`config.mk`:
```
export PLATFORM = sky130hd
export DESIGN_NAME = uartRxSubsystem
export DESIGN_NICKNAME = d
export VERILOG_FILES = /design/src/uartPkg.sv /design/src/uartRxSubsystem.sv /design/src/uartRxPort.sv /design/src/uartRxFifo.sv /design/src/uartRec.sv /design/src/uartBaudGen.sv
export SDC_FILE = /design/constraint.sdc
export NUM_CORES = 1
export LEC_CHECK = 0
export ABC_AREA = 1
export BUFFER_PORTS_ARGS = -buffer_cell sky130_fd_sc_hd__buf_4
export CORE_ASPECT_RATIO = 1.4
export CORE_MARGIN = 1
export CORE_UTILIZATION = 25
export CTS_CLUSTER_SIZE = 16
export DETAILED_ROUTE_END_ITERATION = 10
export GPL_TIMING_DRIVEN = 0
export HOLD_SLACK_MARGIN = 0.06
export SYNTH_ARGS = -nofsm -noshare
export SYNTH_HDL_FRONTEND = slang
export SYNTH_SLANG_ARGS = --single-unit
```
`constraint.sdc`:
```
create_clock -name clk -period 2.5 [get_ports clk]
set_input_delay 0.125 -clock clk [delete_from_list [all_inputs] [get_ports clk]]
set_output_delay 0.125 -clock clk [all_outputs]
set_load 0.05 [all_outputs]
```
`src/uartPkg.sv`:
```
// uart receive constants, status word layout and processor read word union
package uartPkg;

	//////////////////////////////////////////////////////////////////////
	// frame and buffer constants
	//////////////////////////////////////////////////////////////////////

	localparam int dataBits      = 8;   // bits per frame, LSB first
	localparam int readWordBits  = 8;   // width of a processor read
	localparam int maxFifoDepth  = 16;  // largest depth count can show
	localparam int defaultSbTick = 16;  // one stop bit at 16x oversampling

	//////////////////////////////////////////////////////////////////////
	// status view of a read word
	//////////////////////////////////////////////////////////////////////

	typedef struct packed
	{
		logic overrun;                  // byte dropped since last status read
		logic full;                     // no free entry left
		logic empty;                    // nothing to read
		logic [readWordBits-4:0] count; // fifo occupancy, 0..maxFifoDepth
	} rxStatus;

	// one read word, decoded as data or as status
	// depending on which request produced it
	typedef union packed
	{
		logic [dataBits-1:0] byteData;  // rdData answer
		rxStatus status;                // rdStat answer
	} rxReadWord;

endpackage
```
`src/uartRxSubsystem.sv`:
```
// uart receive subsystem top: tick generator, receiver, fifo and read port
`timescale 1ns/1ns

module uartRxSubsystem
#(
	parameter int clksPerTick = 4,
	parameter int sbTick      = uartPkg::defaultSbTick,
	parameter int fifoDepth   = 8   // at most uartPkg::maxFifoDepth
)
(
	input  logic clk,
	input  logic reset,
	input  logic rx,
	input  logic rdData,
	input  logic rdStat,
	output logic readValid,
	output uartPkg::rxReadWord readWord
);

	import uartPkg::*;

	logic sTick;
	logic pushValid, creditReturn, overrunPulse, pop;
	logic [dataBits-1:0] pushData, popData;
	logic [$clog2(maxFifoDepth + 1)-1:0] fifoCount;

	//////////////////////////////////////////////////////////////////////
	// producer, buffer, consumer
	//////////////////////////////////////////////////////////////////////

	uartBaudGen #(.clksPerTick(clksPerTick)) baudGen
	(
		.clk(clk), .reset(reset), .sTick(sTick)
	);

	uartRec #(.sbTick(sbTick), .fifoDepth(fifoDepth)) rec
	(
		.clk(clk), .reset(reset), .sTick(sTick), .rx(rx),
		.creditReturn(creditReturn), .pushValid(pushValid),
		.pushData(pushData), .overrunPulse(overrunPulse)
	);

	uartRxFifo #(.fifoDepth(fifoDepth)) rxFifo
	(
		.clk(clk), .reset(reset), .pushValid(pushValid), .pushData(pushData),
		.pop(pop), .popData(popData), .fifoCount(fifoCount),
		.creditReturn(creditReturn)
	);

	uartRxPort #(.fifoDepth(fifoDepth)) rxPort
	(
		.clk(clk), .reset(reset), .rdData(rdData), .rdStat(rdStat),
		.fifoCount(fifoCount), .popData(popData), .overrunPulse(overrunPulse),
		.pop(pop), .readValid(readValid), .readWord(readWord)
	);

endmodule

```
`src/uartRxPort.sv`:
```
// processor read port: data pops, status word and sticky overrun flag
`timescale 1ns/1ns

module uartRxPort
#(
	parameter int fifoDepth = 8         // for the full flag
)
(
	input  logic clk,
	input  logic reset,
	input  logic rdData,                // one cycle request, pop head byte
	input  logic rdStat,                // one cycle request, status word
	input  logic [$clog2(uartPkg::maxFifoDepth + 1)-1:0] fifoCount,
	input  logic [uartPkg::dataBits-1:0] popData,
	input  logic overrunPulse,
	output logic pop,
	output logic readValid,
	output uartPkg::rxReadWord readWord
);

	import uartPkg::*;

	logic overrunFlag;                  // sticky until a status read
	rxStatus curStat;
	rxReadWord nextWord;

	// never pop an empty fifo, the fifo itself doesn't check
	assign pop = rdData && (fifoCount != '0);

	// status as of this cycle
	always_comb
	begin
		curStat.overrun = overrunFlag;
		curStat.full    = (fifoCount == $bits(fifoCount)'(fifoDepth));
		curStat.empty   = (fifoCount == '0);
		curStat.count   = fifoCount;
	end

	//////////////////////////////////////////////////////////////////////
	// answer word, one member filled per request
	//////////////////////////////////////////////////////////////////////

	always_comb
	begin
		nextWord = '0;                  // empty data read answers 0
		if (rdStat)
			nextWord.status = curStat;
		else if (pop)
			nextWord.byteData = popData;
	end

	always_ff @(posedge clk or posedge reset)
	begin
		if (reset)
		begin
			readValid   <= 1'b0;
			overrunFlag <= 1'b0;
		end
		else
		begin
			readValid <= rdData || rdStat; // answer exactly one cycle later
			if (overrunPulse)
				overrunFlag <= 1'b1;       // wins over a clearing read
			else if (rdStat)
				overrunFlag <= 1'b0;
		end
	end

	// payload only, qualified by readValid
	always_ff @(posedge clk)
	begin
		if (rdData || rdStat)
			readWord <= nextWord;
	end

endmodule

```
`src/uartRxFifo.sv`:
```
// receive fifo with occupancy count and registered credit return
`timescale 1ns/1ns

module uartRxFifo
#(
	parameter int fifoDepth = 8
)
(
	input  logic clk,
	input  logic reset,
	input  logic pushValid,             // always has space, credit guarantees it
	input  logic [uartPkg::dataBits-1:0] pushData,
	input  logic pop,                   // only when fifoCount nonzero
	output logic [uartPkg::dataBits-1:0] popData,
	output logic [$clog2(uartPkg::maxFifoDepth + 1)-1:0] fifoCount,
	output logic creditReturn
);

	import uartPkg::*;

	localparam int ptrBits = (fifoDepth > 1) ? $clog2(fifoDepth) : 1;

	logic [dataBits-1:0] mem [fifoDepth]; // storage, no reset
	logic [ptrBits-1:0] wrPtr, rdPtr;

	// head entry, read combinationally
	assign popData = mem[rdPtr];

	always_ff @(posedge clk)
	begin
		if (pushValid)
			mem[wrPtr] <= pushData;
	end

	// pointers wrap at fifoDepth, which need not be a power of two
	always_ff @(posedge clk or posedge reset)
	begin
		if (reset)
		begin
			wrPtr        <= '0;
			rdPtr        <= '0;
			fifoCount    <= '0;
			creditReturn <= 1'b0;
		end
		else
		begin
			if (pushValid)
				wrPtr <= (wrPtr == ptrBits'(fifoDepth - 1)) ? '0 : wrPtr + 1'b1;
			if (pop)
				rdPtr <= (rdPtr == ptrBits'(fifoDepth - 1)) ? '0 : rdPtr + 1'b1;
			case ({pushValid, pop})
				2'b10:   fifoCount <= fifoCount + 1'b1;
				2'b01:   fifoCount <= fifoCount - 1'b1;
				default: fifoCount <= fifoCount;
			endcase
			creditReturn <= pop;        // one credit back per pop, a cycle later
		end
	end

endmodule

```
`src/uartRec.sv`:
```
// uart receiver fsm with credit counter toward the receive fifo
`timescale 1ns/1ns

module uartRec
#(
	parameter int sbTick    = 16,       // ticks spent in the stop bit(s)
	parameter int fifoDepth = 8         // credits available after reset
)
(
	input  logic clk,
	input  logic reset,
	input  logic sTick,                 // 16x oversampling tick
	input  logic rx,                    // serial line, idle high
	input  logic creditReturn,          // one fifo entry freed
	output logic pushValid,
	output logic [uartPkg::dataBits-1:0] pushData,
	output logic overrunPulse           // frame done but no credit
);

	import uartPkg::*;

	//////////////////////////////////////////////////////////////////////
	// state encoding and counter widths
	//////////////////////////////////////////////////////////////////////

	localparam logic [1:0] idle = 2'b00, start = 2'b01, data = 2'b10, stop = 2'b11;

	localparam int sBits  = $clog2((sbTick > 16) ? sbTick : 16);
	localparam int nBits  = $clog2(dataBits);
	localparam int crBits = $clog2(fifoDepth + 1);

	logic [1:0] stateReg, stateNext;
	logic [sBits-1:0] sReg, sNext;      // tick counter within a bit
	logic [nBits-1:0] nReg, nNext;      // data bit index
	logic [dataBits-1:0] bReg, bNext;   // shift register, LSB first
	logic [crBits-1:0] creditReg;       // free fifo entries as seen here
	logic frameDone;                    // last stop tick seen
	logic haveCredit;

	always_ff @(posedge clk or posedge reset)
	begin
		if (reset)
		begin
			stateReg <= idle;
			sReg     <= '0;
			nReg     <= '0;
			bReg     <= '0;
		end
		else
		begin
			stateReg <= stateNext;
			sReg     <= sNext;
			nReg     <= nNext;
			bReg     <= bNext;
		end
	end

	// next state
	always_comb
	begin
		stateNext = stateReg;
		sNext     = sReg;
		nNext     = nReg;
		bNext     = bReg;
		frameDone = 1'b0;
		case (stateReg)
			idle:
				if (!rx)                // falling edge of start bit
				begin
					stateNext = start;
					sNext     = '0;
				end
			start:
				if (sTick)
				begin
					if (sReg == sBits'(7)) // middle of start bit
					begin
						stateNext = data;
						sNext     = '0;
						nNext     = '0;
					end
					else
						sNext = sReg + 1'b1;
				end
			data:
				if (sTick)
				begin
					if (sReg == sBits'(15)) // middle of a data bit
					begin
						sNext = '0;
						bNext = {rx, bReg[dataBits-1:1]};
						if (nReg == nBits'(dataBits - 1))
							stateNext = stop;
						else
							nNext = nReg + 1'b1;
					end
					else
						sNext = sReg + 1'b1;
				end
			stop:
				if (sTick)
				begin
					if (sReg == sBits'(sbTick - 1))
					begin
						stateNext = idle;
						frameDone = 1'b1; // same cycle as the final tick
					end
					else
						sNext = sReg + 1'b1;
				end
			default: stateNext = idle;
		endcase
	end

	//////////////////////////////////////////////////////////////////////
	// credits, one per free fifo entry
	//////////////////////////////////////////////////////////////////////

	assign haveCredit   = (creditReg != '0);
	assign pushValid    = frameDone && haveCredit;
	assign overrunPulse = frameDone && !haveCredit; // byte lost, line can't stall
	assign pushData     = bReg;                     // complete after last data bit

	always_ff @(posedge clk or posedge reset)
	begin
		if (reset)
			creditReg <= crBits'(fifoDepth);
		else
			case ({pushValid, creditReturn})
				2'b10:   creditReg <= creditReg - 1'b1; // spent on push
				2'b01:   creditReg <= creditReg + 1'b1; // returned by a pop
				default: creditReg <= creditReg;        // both or neither
			endcase
	end

endmodule

```
`src/uartBaudGen.sv`:
```
// oversampling tick generator for the uart receiver
`timescale 1ns/1ns

module uartBaudGen
#(
	parameter int clksPerTick = 4       // clk cycles per oversampling tick
)
(
	input  logic clk,
	input  logic reset,
	output logic sTick                  // one clk wide, every clksPerTick
);

	// counter must hold at least one bit even for a divide by 1
	localparam int cntBits = (clksPerTick > 1) ? $clog2(clksPerTick) : 1;

	logic [cntBits-1:0] divCnt;         // free running modulo counter
	logic wrap;

	assign wrap = (divCnt == cntBits'(clksPerTick - 1));

	always_ff @(posedge clk or posedge reset)
	begin
		if (reset)
		begin
			divCnt <= '0;
			sTick  <= 1'b0;
		end
		else
		begin
			divCnt <= wrap ? '0 : divCnt + 1'b1;
			sTick  <= wrap;             // registered pulse, one per period
		end
	end

endmodule

```
Yosys cells after proc, flatten, opt, wreduce, memory -nomap -nowiden:

Memories as Yosys holds them, arrays and structs flattened.
Index checks and enable logic that the tools add are counted.

* word-level logic and storage cells: 102
* bits in registers: 46
* output and inout port bits: 9
* memory bits (writable): 64
* memories kept: 1
* input port bits: 5

Memory list
* rxFifo.mem: depth 8, bits a word 8, rd ports 1, clocked after memory_dff 0, wr ports 1, RTL line uartRxFifo.sv:23 `logic [dataBits-1:0] mem [fifoDepth];`

* $add $sub $neg: 9
* mux-type cells: 37
* reduce and logical (&&, ||, !) cells: 17
* equal/unequal tests: 24

Operators with widths (number)
* 4-bit two-way mux: 7
* 3-bit two-way mux: 7
* 2-bit two-way mux: 9
* 8-bit two-way mux: 2
* 4-bit case mux with 4 select lines: 1
* 2-bit != test, second input constant: 6
* 2-bit == test, second input constant: 5
* 5-bit case mux with 2 select lines: 1
* 3-bit by 1-bit adder with 3-bit output, second input constant: 3
* 3-bit == test, second input constant: 3
* 4-bit by 1-bit adder with 4-bit output, second input constant: 2
* 2-bit by 1-bit != test with 1-bit output, second input constant: 4
* 2-bit case mux with 4 select lines: 1
* 4-bit case mux with 2 select lines: 1
* 8-bit AND reduction: 1
* 2-bit nonzero test: 4
* 1-bit two-way mux: 7
* 2-bit by 1-bit == test with 1-bit output, second input constant: 3
* 3-bit case mux with 2 select lines: 1
* 6-bit AND reduction: 1
* 5-bit by 1-bit adder with 5-bit output, second input constant: 1
* 5-bit by 4-bit == test with 1-bit output, second input constant: 1
* 5-bit zero test: 1
* 5-bit AND reduction: 1
* other kinds (12): 14

Logic depth before layout (Yosys ltp):

* depth in word-level cells: 7
* gate-level depth with buffers: 18
* gate-level depth less buffers: 17

Modules after synthesis:

From an unflattened synthesis, not the netlist that was laid out.

* cell total of the unflattened synthesis: 502
* area total of the unflattened synthesis: 5126.2 um^2

Modules (own cells, without submodules)
* uartRxFifo: area each 3175.5 um^2, cells each 274, instances 1
* uartRec: area each 1286.2 um^2, cells each 157, instances 1
* uartRxPort: area each 569.3 um^2, cells each 65, instances 1
* uartBaudGen: area each 95.1 um^2, cells each 6, instances 1

Worst setup path after synthesis:

Ideal clock, no wire load.

* path type: register to register
* start point: register rec.sReg[0]
* end point: memory rxFifo.mem[2][0] (enable)
* setup slack: 0.226 ns
* period minus slack after synthesis: 2.274 ns
* data arrival time: 1.879 ns
* stages on the path, launching flop included: 7
* path buffers: 1
* setup time: 0.395 ns
* cell sequence: dfrtp_1 -> ha_1 -> nand3_2 -> nor2_4 -> nand3_4 -> buf_6 -> nor4_1

* longest elaborated chain between the ends: 7

RTL lines
* start, declared: RTL line uartRec.sv:33 `logic [sBits-1:0] sReg, sNext;`
* start signal, assigned: RTL line uartRec.sv:52 `sReg <= sNext;`
* 4-bit == test: RTL line uartRec.sv:103 `if (sReg == sBits'(sbTick - 1))`
* 1-bit two-way mux: RTL line uartRec.sv:103
* 1-bit two-way mux: RTL line uartRec.sv:101 `if (sTick)`
* 1-bit two-way mux: RTL line uartRec.sv:66 `case (stateReg)`
* 1-bit logical AND: RTL line uartRec.sv:120 `assign pushValid = frameDone && haveCredit;`
* 1-bit two-way mux: RTL line uartRxFifo.sv:31 `if (pushValid)`
* 1-bit two-way mux (implied by the code): RTL line uartRxFifo.sv:32 `mem[wrPtr] <= pushData;`
* end, declared: RTL line uartRxFifo.sv:23

Every way passes these cells.

Worst setup path after layout:

* start point: register rec.sReg[0]
* end point: register rxFifo.fifoCount[4] in the netlist's numbering

* longest elaborated chain between the ends: 7
* elaborated cells between the ends (all ways): 9
* those cells by class: eq/ne: 3; mux: 4; reduce/logical: 2

RTL lines
* 4-bit == test (*): RTL line uartRec.sv:103
* 1-bit two-way mux (*): RTL line uartRec.sv:103
* 1-bit two-way mux (*): RTL line uartRec.sv:101
* 1-bit two-way mux (*): RTL line uartRec.sv:66
* 1-bit logical AND (*): RTL line uartRec.sv:120
* 2-bit by 1-bit == test with 1-bit output / 2-bit == test (equally long branches): RTL line uartRxFifo.sv:51 `case ({pushValid, pop})`
* 5-bit case mux with 2 select lines / 2-bit nonzero test (equally long branches)
* end signal, assigned: RTL line uartRxFifo.sv:52 `2'b10: fifoCount <= fifoCount + 1'b1;`
* end signal, assigned: RTL line uartRxFifo.sv:53 `2'b01: fifoCount <= fifoCount - 1'b1;`
* end signal, assigned: RTL line uartRxFifo.sv:54 `default: fifoCount <= fifoCount;`
* end, declared: RTL line uartRxFifo.sv:15 `output logic [$clog2(uartPkg::maxFifoDepth + 1)-1:0] fifoCount,`

Every way passes the cells marked *; elsewhere a longest branch is shown, timed or not.
A chain may end at the register's enable or synchronous reset.

==> flow_metrics.py <==
metrics = {
    "floorplanning": {
        "start_util": 0.257,
        "die_w_um": 121,
        "die_h_um": 169,
        "fp-row-count": 60,
        "design.portCount": 14,
        "fp.dieArea_sq_mm": 0.0204,
        "core_area_sq_mm": 0.0193,
    },
    "power": {
        "switchingPower_mw": 2.11,
        "cellPowerDensity_mw_per_mm2": 995,
        "power_frac_clock": 0.250,
        "ir_worst_vdd_v": 0.000305,
        "p_leak_nw": 2.42,
        "power_mw": 5.81,
        "p_int_mw": 3.70,
        "sw_frac_of_total": 0.362,
        "p_seq_frac": 0.397,
        "p_comb_frac": 0.353,
    },
    "yosys": {
        "muxShareOfSynthArea": 0.0182,
        "synth-adder-area-share": 0.0546,
        "ys_warn_count": 0,
        "synth_compound_area_frac": 0.0483,
        "synth.distinct_cells": 34,
        "synth.cell_area_sq_mm": 0.00495,
        "ys_ff_latch": 110,
        "synth_top_family_by_area": "simple AND/OR/NAND/NOR gates",
        "seq_area_frac_synth": 0.629,
        "avgSynthCellArea_sq_um": 10.7,
        "syn-instance-count": 465,
        "synthSimpleGateAreaFrac": 0.196,
        "synth_xor_area_frac": 0.0106,
        "synth_nets": 491,
    },
    "cts": {
        "htreeDepth": 3,
        "cts_inserted_buffers": 9,
        "cts_root_buf": "clkbuf_16",
        "cts_tree": "done",
        "clockBufferDepth": 2,
        "path_clk_slew_ns": 0.07,
        "clock-sinks": 110,
        "clock_latency_ns": 0.34,
    },
    "final_layout": {
        "nNetsFinal": 527,
        "postLayoutCellArea_sq_mm": 0.00584,
        "nFillCells": 1945,
        "drive_above_1_share": 0.152,
        "antenna_cells": 0,
        "multi_input_area_sq_mm": 0.00169,
        "area_growth_pct": 17.9,
        "seq_area_sq_mm": 0.00311,
    },
    "worst_setup_path": {
        "crit_slowest_cell": "dfrtp_1",
        "endpoint_kind": "flip-flop",
        "crit_arrival_ns": 2.55,
        "critPathMaxStageDelay_ns": 0.42,
        "reg2reg_depth": 17,
        "crit_top_cell": "nand2_1",
        "crit_fanout": 12,
        "worstSetupStartpointType": "flip-flop",
        "worstPathRequired_ns": 2.73,
        "worstPathCellList": "ha_4, nand3_2, nor2_4, nand3_4, buf_6, ha_2, inv_1, nand2_1, nand2_1, ha_1, inv_1, nand2_1, nand3_1, nand3b_1, nand2_1, nand2_1, nand2_1",
        "critical_path_class": "flip-flop to flip-flop",
    },
    "route": {
        "wirelength_mm": 9.89,
        "wl_met2_mm": 5.61,
        "met3_length_um": 204,
        "detail_route.wl_per_cell_um": 13.1,
        "ant_nets": 0,
        "wl_met1_mm": 3.76,
        "viasPerCell": 4.34,
        "highest_layer": "met4",
        "dr.pass1.iters": 4,
        "first_iter_violations": 217,
        "vias": 3270,
        "drc_errors": 0,
    },
    "grt": {
        "grt.total_usage": 0.105,
        "grt_remaining_overflow": 0,
        "grt_pass1_wl_mm": 16.2,
        "grt_max_degree": 39,
        "antenna_found_initial": 0,
        "grt_pass1_vias": 3272,
    },
    "placed_design": {
        "place_congestion": 0.772,
        "placed_area_sq_mm": 0.00547,
        "port_buffers": 13,
        "dp_hpwl_mm": 7.30,
    },
    "timing": {
        "relSlewSlack": 0.414,
        "hold_viol": 0,
        "fin_skew_ns": 0.00532,
        "rsz0062_at_grt": "false",
        "finalSetupViolCount": 0,
        "final.min_clock_period_ns": 2.32,
        "period_share": 0.926,
        "tns_ns": 0,
        "slew_violations": 0,
        "tightest_slew_ns": 0.877,
        "max_freq_ghz": 0.432,
    },
    "flow_run": {
        "maxCapViolations": 0,
    },
    "hold_path": {
        "whs_path_depth": 2,
        "hp-class": "input pin to flip-flop",
    },
    "outcome": {
        "status": "complete, no violations",
    },
}
==> what timing repair did <==
item	4_1_cts	5_1_grt
hold buffers	3	0
endpoints found under the hold margin	39	0
setup endpoints to repair	0	3
setup buffers	0	1
gates resized for setup	0	5
==> routing by layer <==
layer,vias to the layer above,track usage
met5,-,0
met4,0,0.0639
met3,17,0.0232
met2,42,0.201
met1,1561,0.0999
li1,1650,-
==> logic make-up after synthesis <==
logic type	Yosys count
DFF	110
buffers and inverters	52
and+or+nand+nor	224
muxes	8
xor gates and xnor gates	6
AOI/OAI and AO/OA	44
adders and majority gates	21
==> layout by cell type (no fill, tap or decap), drive strengths merged, types with 11 or more instances in the layout <==
cell type	netlist	layout
dfrtp	37	37
nor2	26	26
ha	20	20
edfxtp	72	72
nand2	138	138
clkbuf	2	16
inv	39	39
o21ai	23	23
a21oi	11	11
buf	11	33
nand3	44	44
==> final cells by class <==
class / count / share of cell area
clock buffer: 14 / 0.0525
inverter: 39 / 0.0251
clock inverter: 2 / 0.00150
tap: 248 / 0.0532
sequential: 110 / 0.533
multi-input combinational: 303 / 0.289
timing repair buffer: 25 / 0.0334
buffer: 13 / 0.0122
==> state kept, by name, indices dropped and copies added, names as in the netlist <==
name	count
rxPort.readValid	1
rxFifo.rdPtr	3
rxFifo.creditReturn	1
rxPort.overrunFlag	1
rxFifo.wrPtr	3
rec.nReg	3
rxPort.readWord	8
rec.stateReg	2
rec.creditReg	4
rec.pushData	8
baudGen.divCnt	2
baudGen.sTick	1
rxFifo.mem	64
rec.sReg	4
rxFifo.fifoCount	5
==> per-stage QoR <==
stage | util | std cells | setup slack, ns | hold slack, ns
2_1_floorplan | - | 465 | 0.226 | 0.229
3_3_place_gp | 0.278 | 726 | -0.558 | 0.393
3_5_place_dp | 0.284 | 734 | 0.0739 | 0.357
4_1_cts | 0.301 | 753 | 0.0377 | 0.150
5_1_grt | 0.303 | 754 | 0.00758 | 0.157
6_report | 0.303 | 754 | 0.184 | 0.150
==> critical path, delay by kind of cell (launching register included) <==
kind / cells / cell delay, ns
adder cells (fa/ha/maj): 3 / 0.54
buffers and inverters: 3 / 0.29
flip-flops: 1 / 0.42
AND/OR/NAND/NOR: 11 / 0.96
==> power by group through the flow <==
stage | sequential, mW | clock [mW] | combinational (mW)
6_report | 2.31 | 1.45 | 2.05
5_1_grt | 2.34 | 1.54 | 2.35
4_1_cts | 2.31 | 1.47 | 2.06
3_5_place_dp | 2.34 | 0 | 2.05
3_3_place_gp | 2.34 | 0 | 2.04
2_1_floorplan | 2.47 | 0 | 1.40
==> synthesized netlist by cell type, drive strengths merged <==
cell	number	area (sq um)
edfxtp	72	2160
a31oi	1	6.26
fa	1	20.0
mux2	8	90.1
buf	11	63.8
dfrtp	37	926
nand3	44	238
ha	20	250
o21ai	23	115
nor2	26	108
nor4	8	50.1
nand4	4	25.0
xnor2	5	43.8
o21bai	1	7.51
or2	2	12.5
a21oi	11	55.1
o32ai	1	8.76
o21a	2	15.0
o22ai	5	31.3
dfstp	1	26.3
xor2	1	8.76
clkbuf	2	7.51
nand3b	2	15.0
nand2	138	521
inv	39	146
==> path summary, 6_finish.rpt <==
path	from	end	slack, ns
max in group asynchronous	reset	rxFifo.wrPtr[1]	1.41
hold / removal	rdData	rxPort.readValid	0.15
setup / recovery	rec.sReg[0]	rxFifo.fifoCount[4]	0.18
setup reg to reg	rec.sReg[0]	rxFifo.fifoCount[4]	0.18
hold reg to reg	baudGen.divCnt[0]	baudGen.divCnt[0]	0.43
min in group asynchronous	reset	rec.nReg[2]	0.52
No activity file was read; power rests on OpenSTA's default activity.
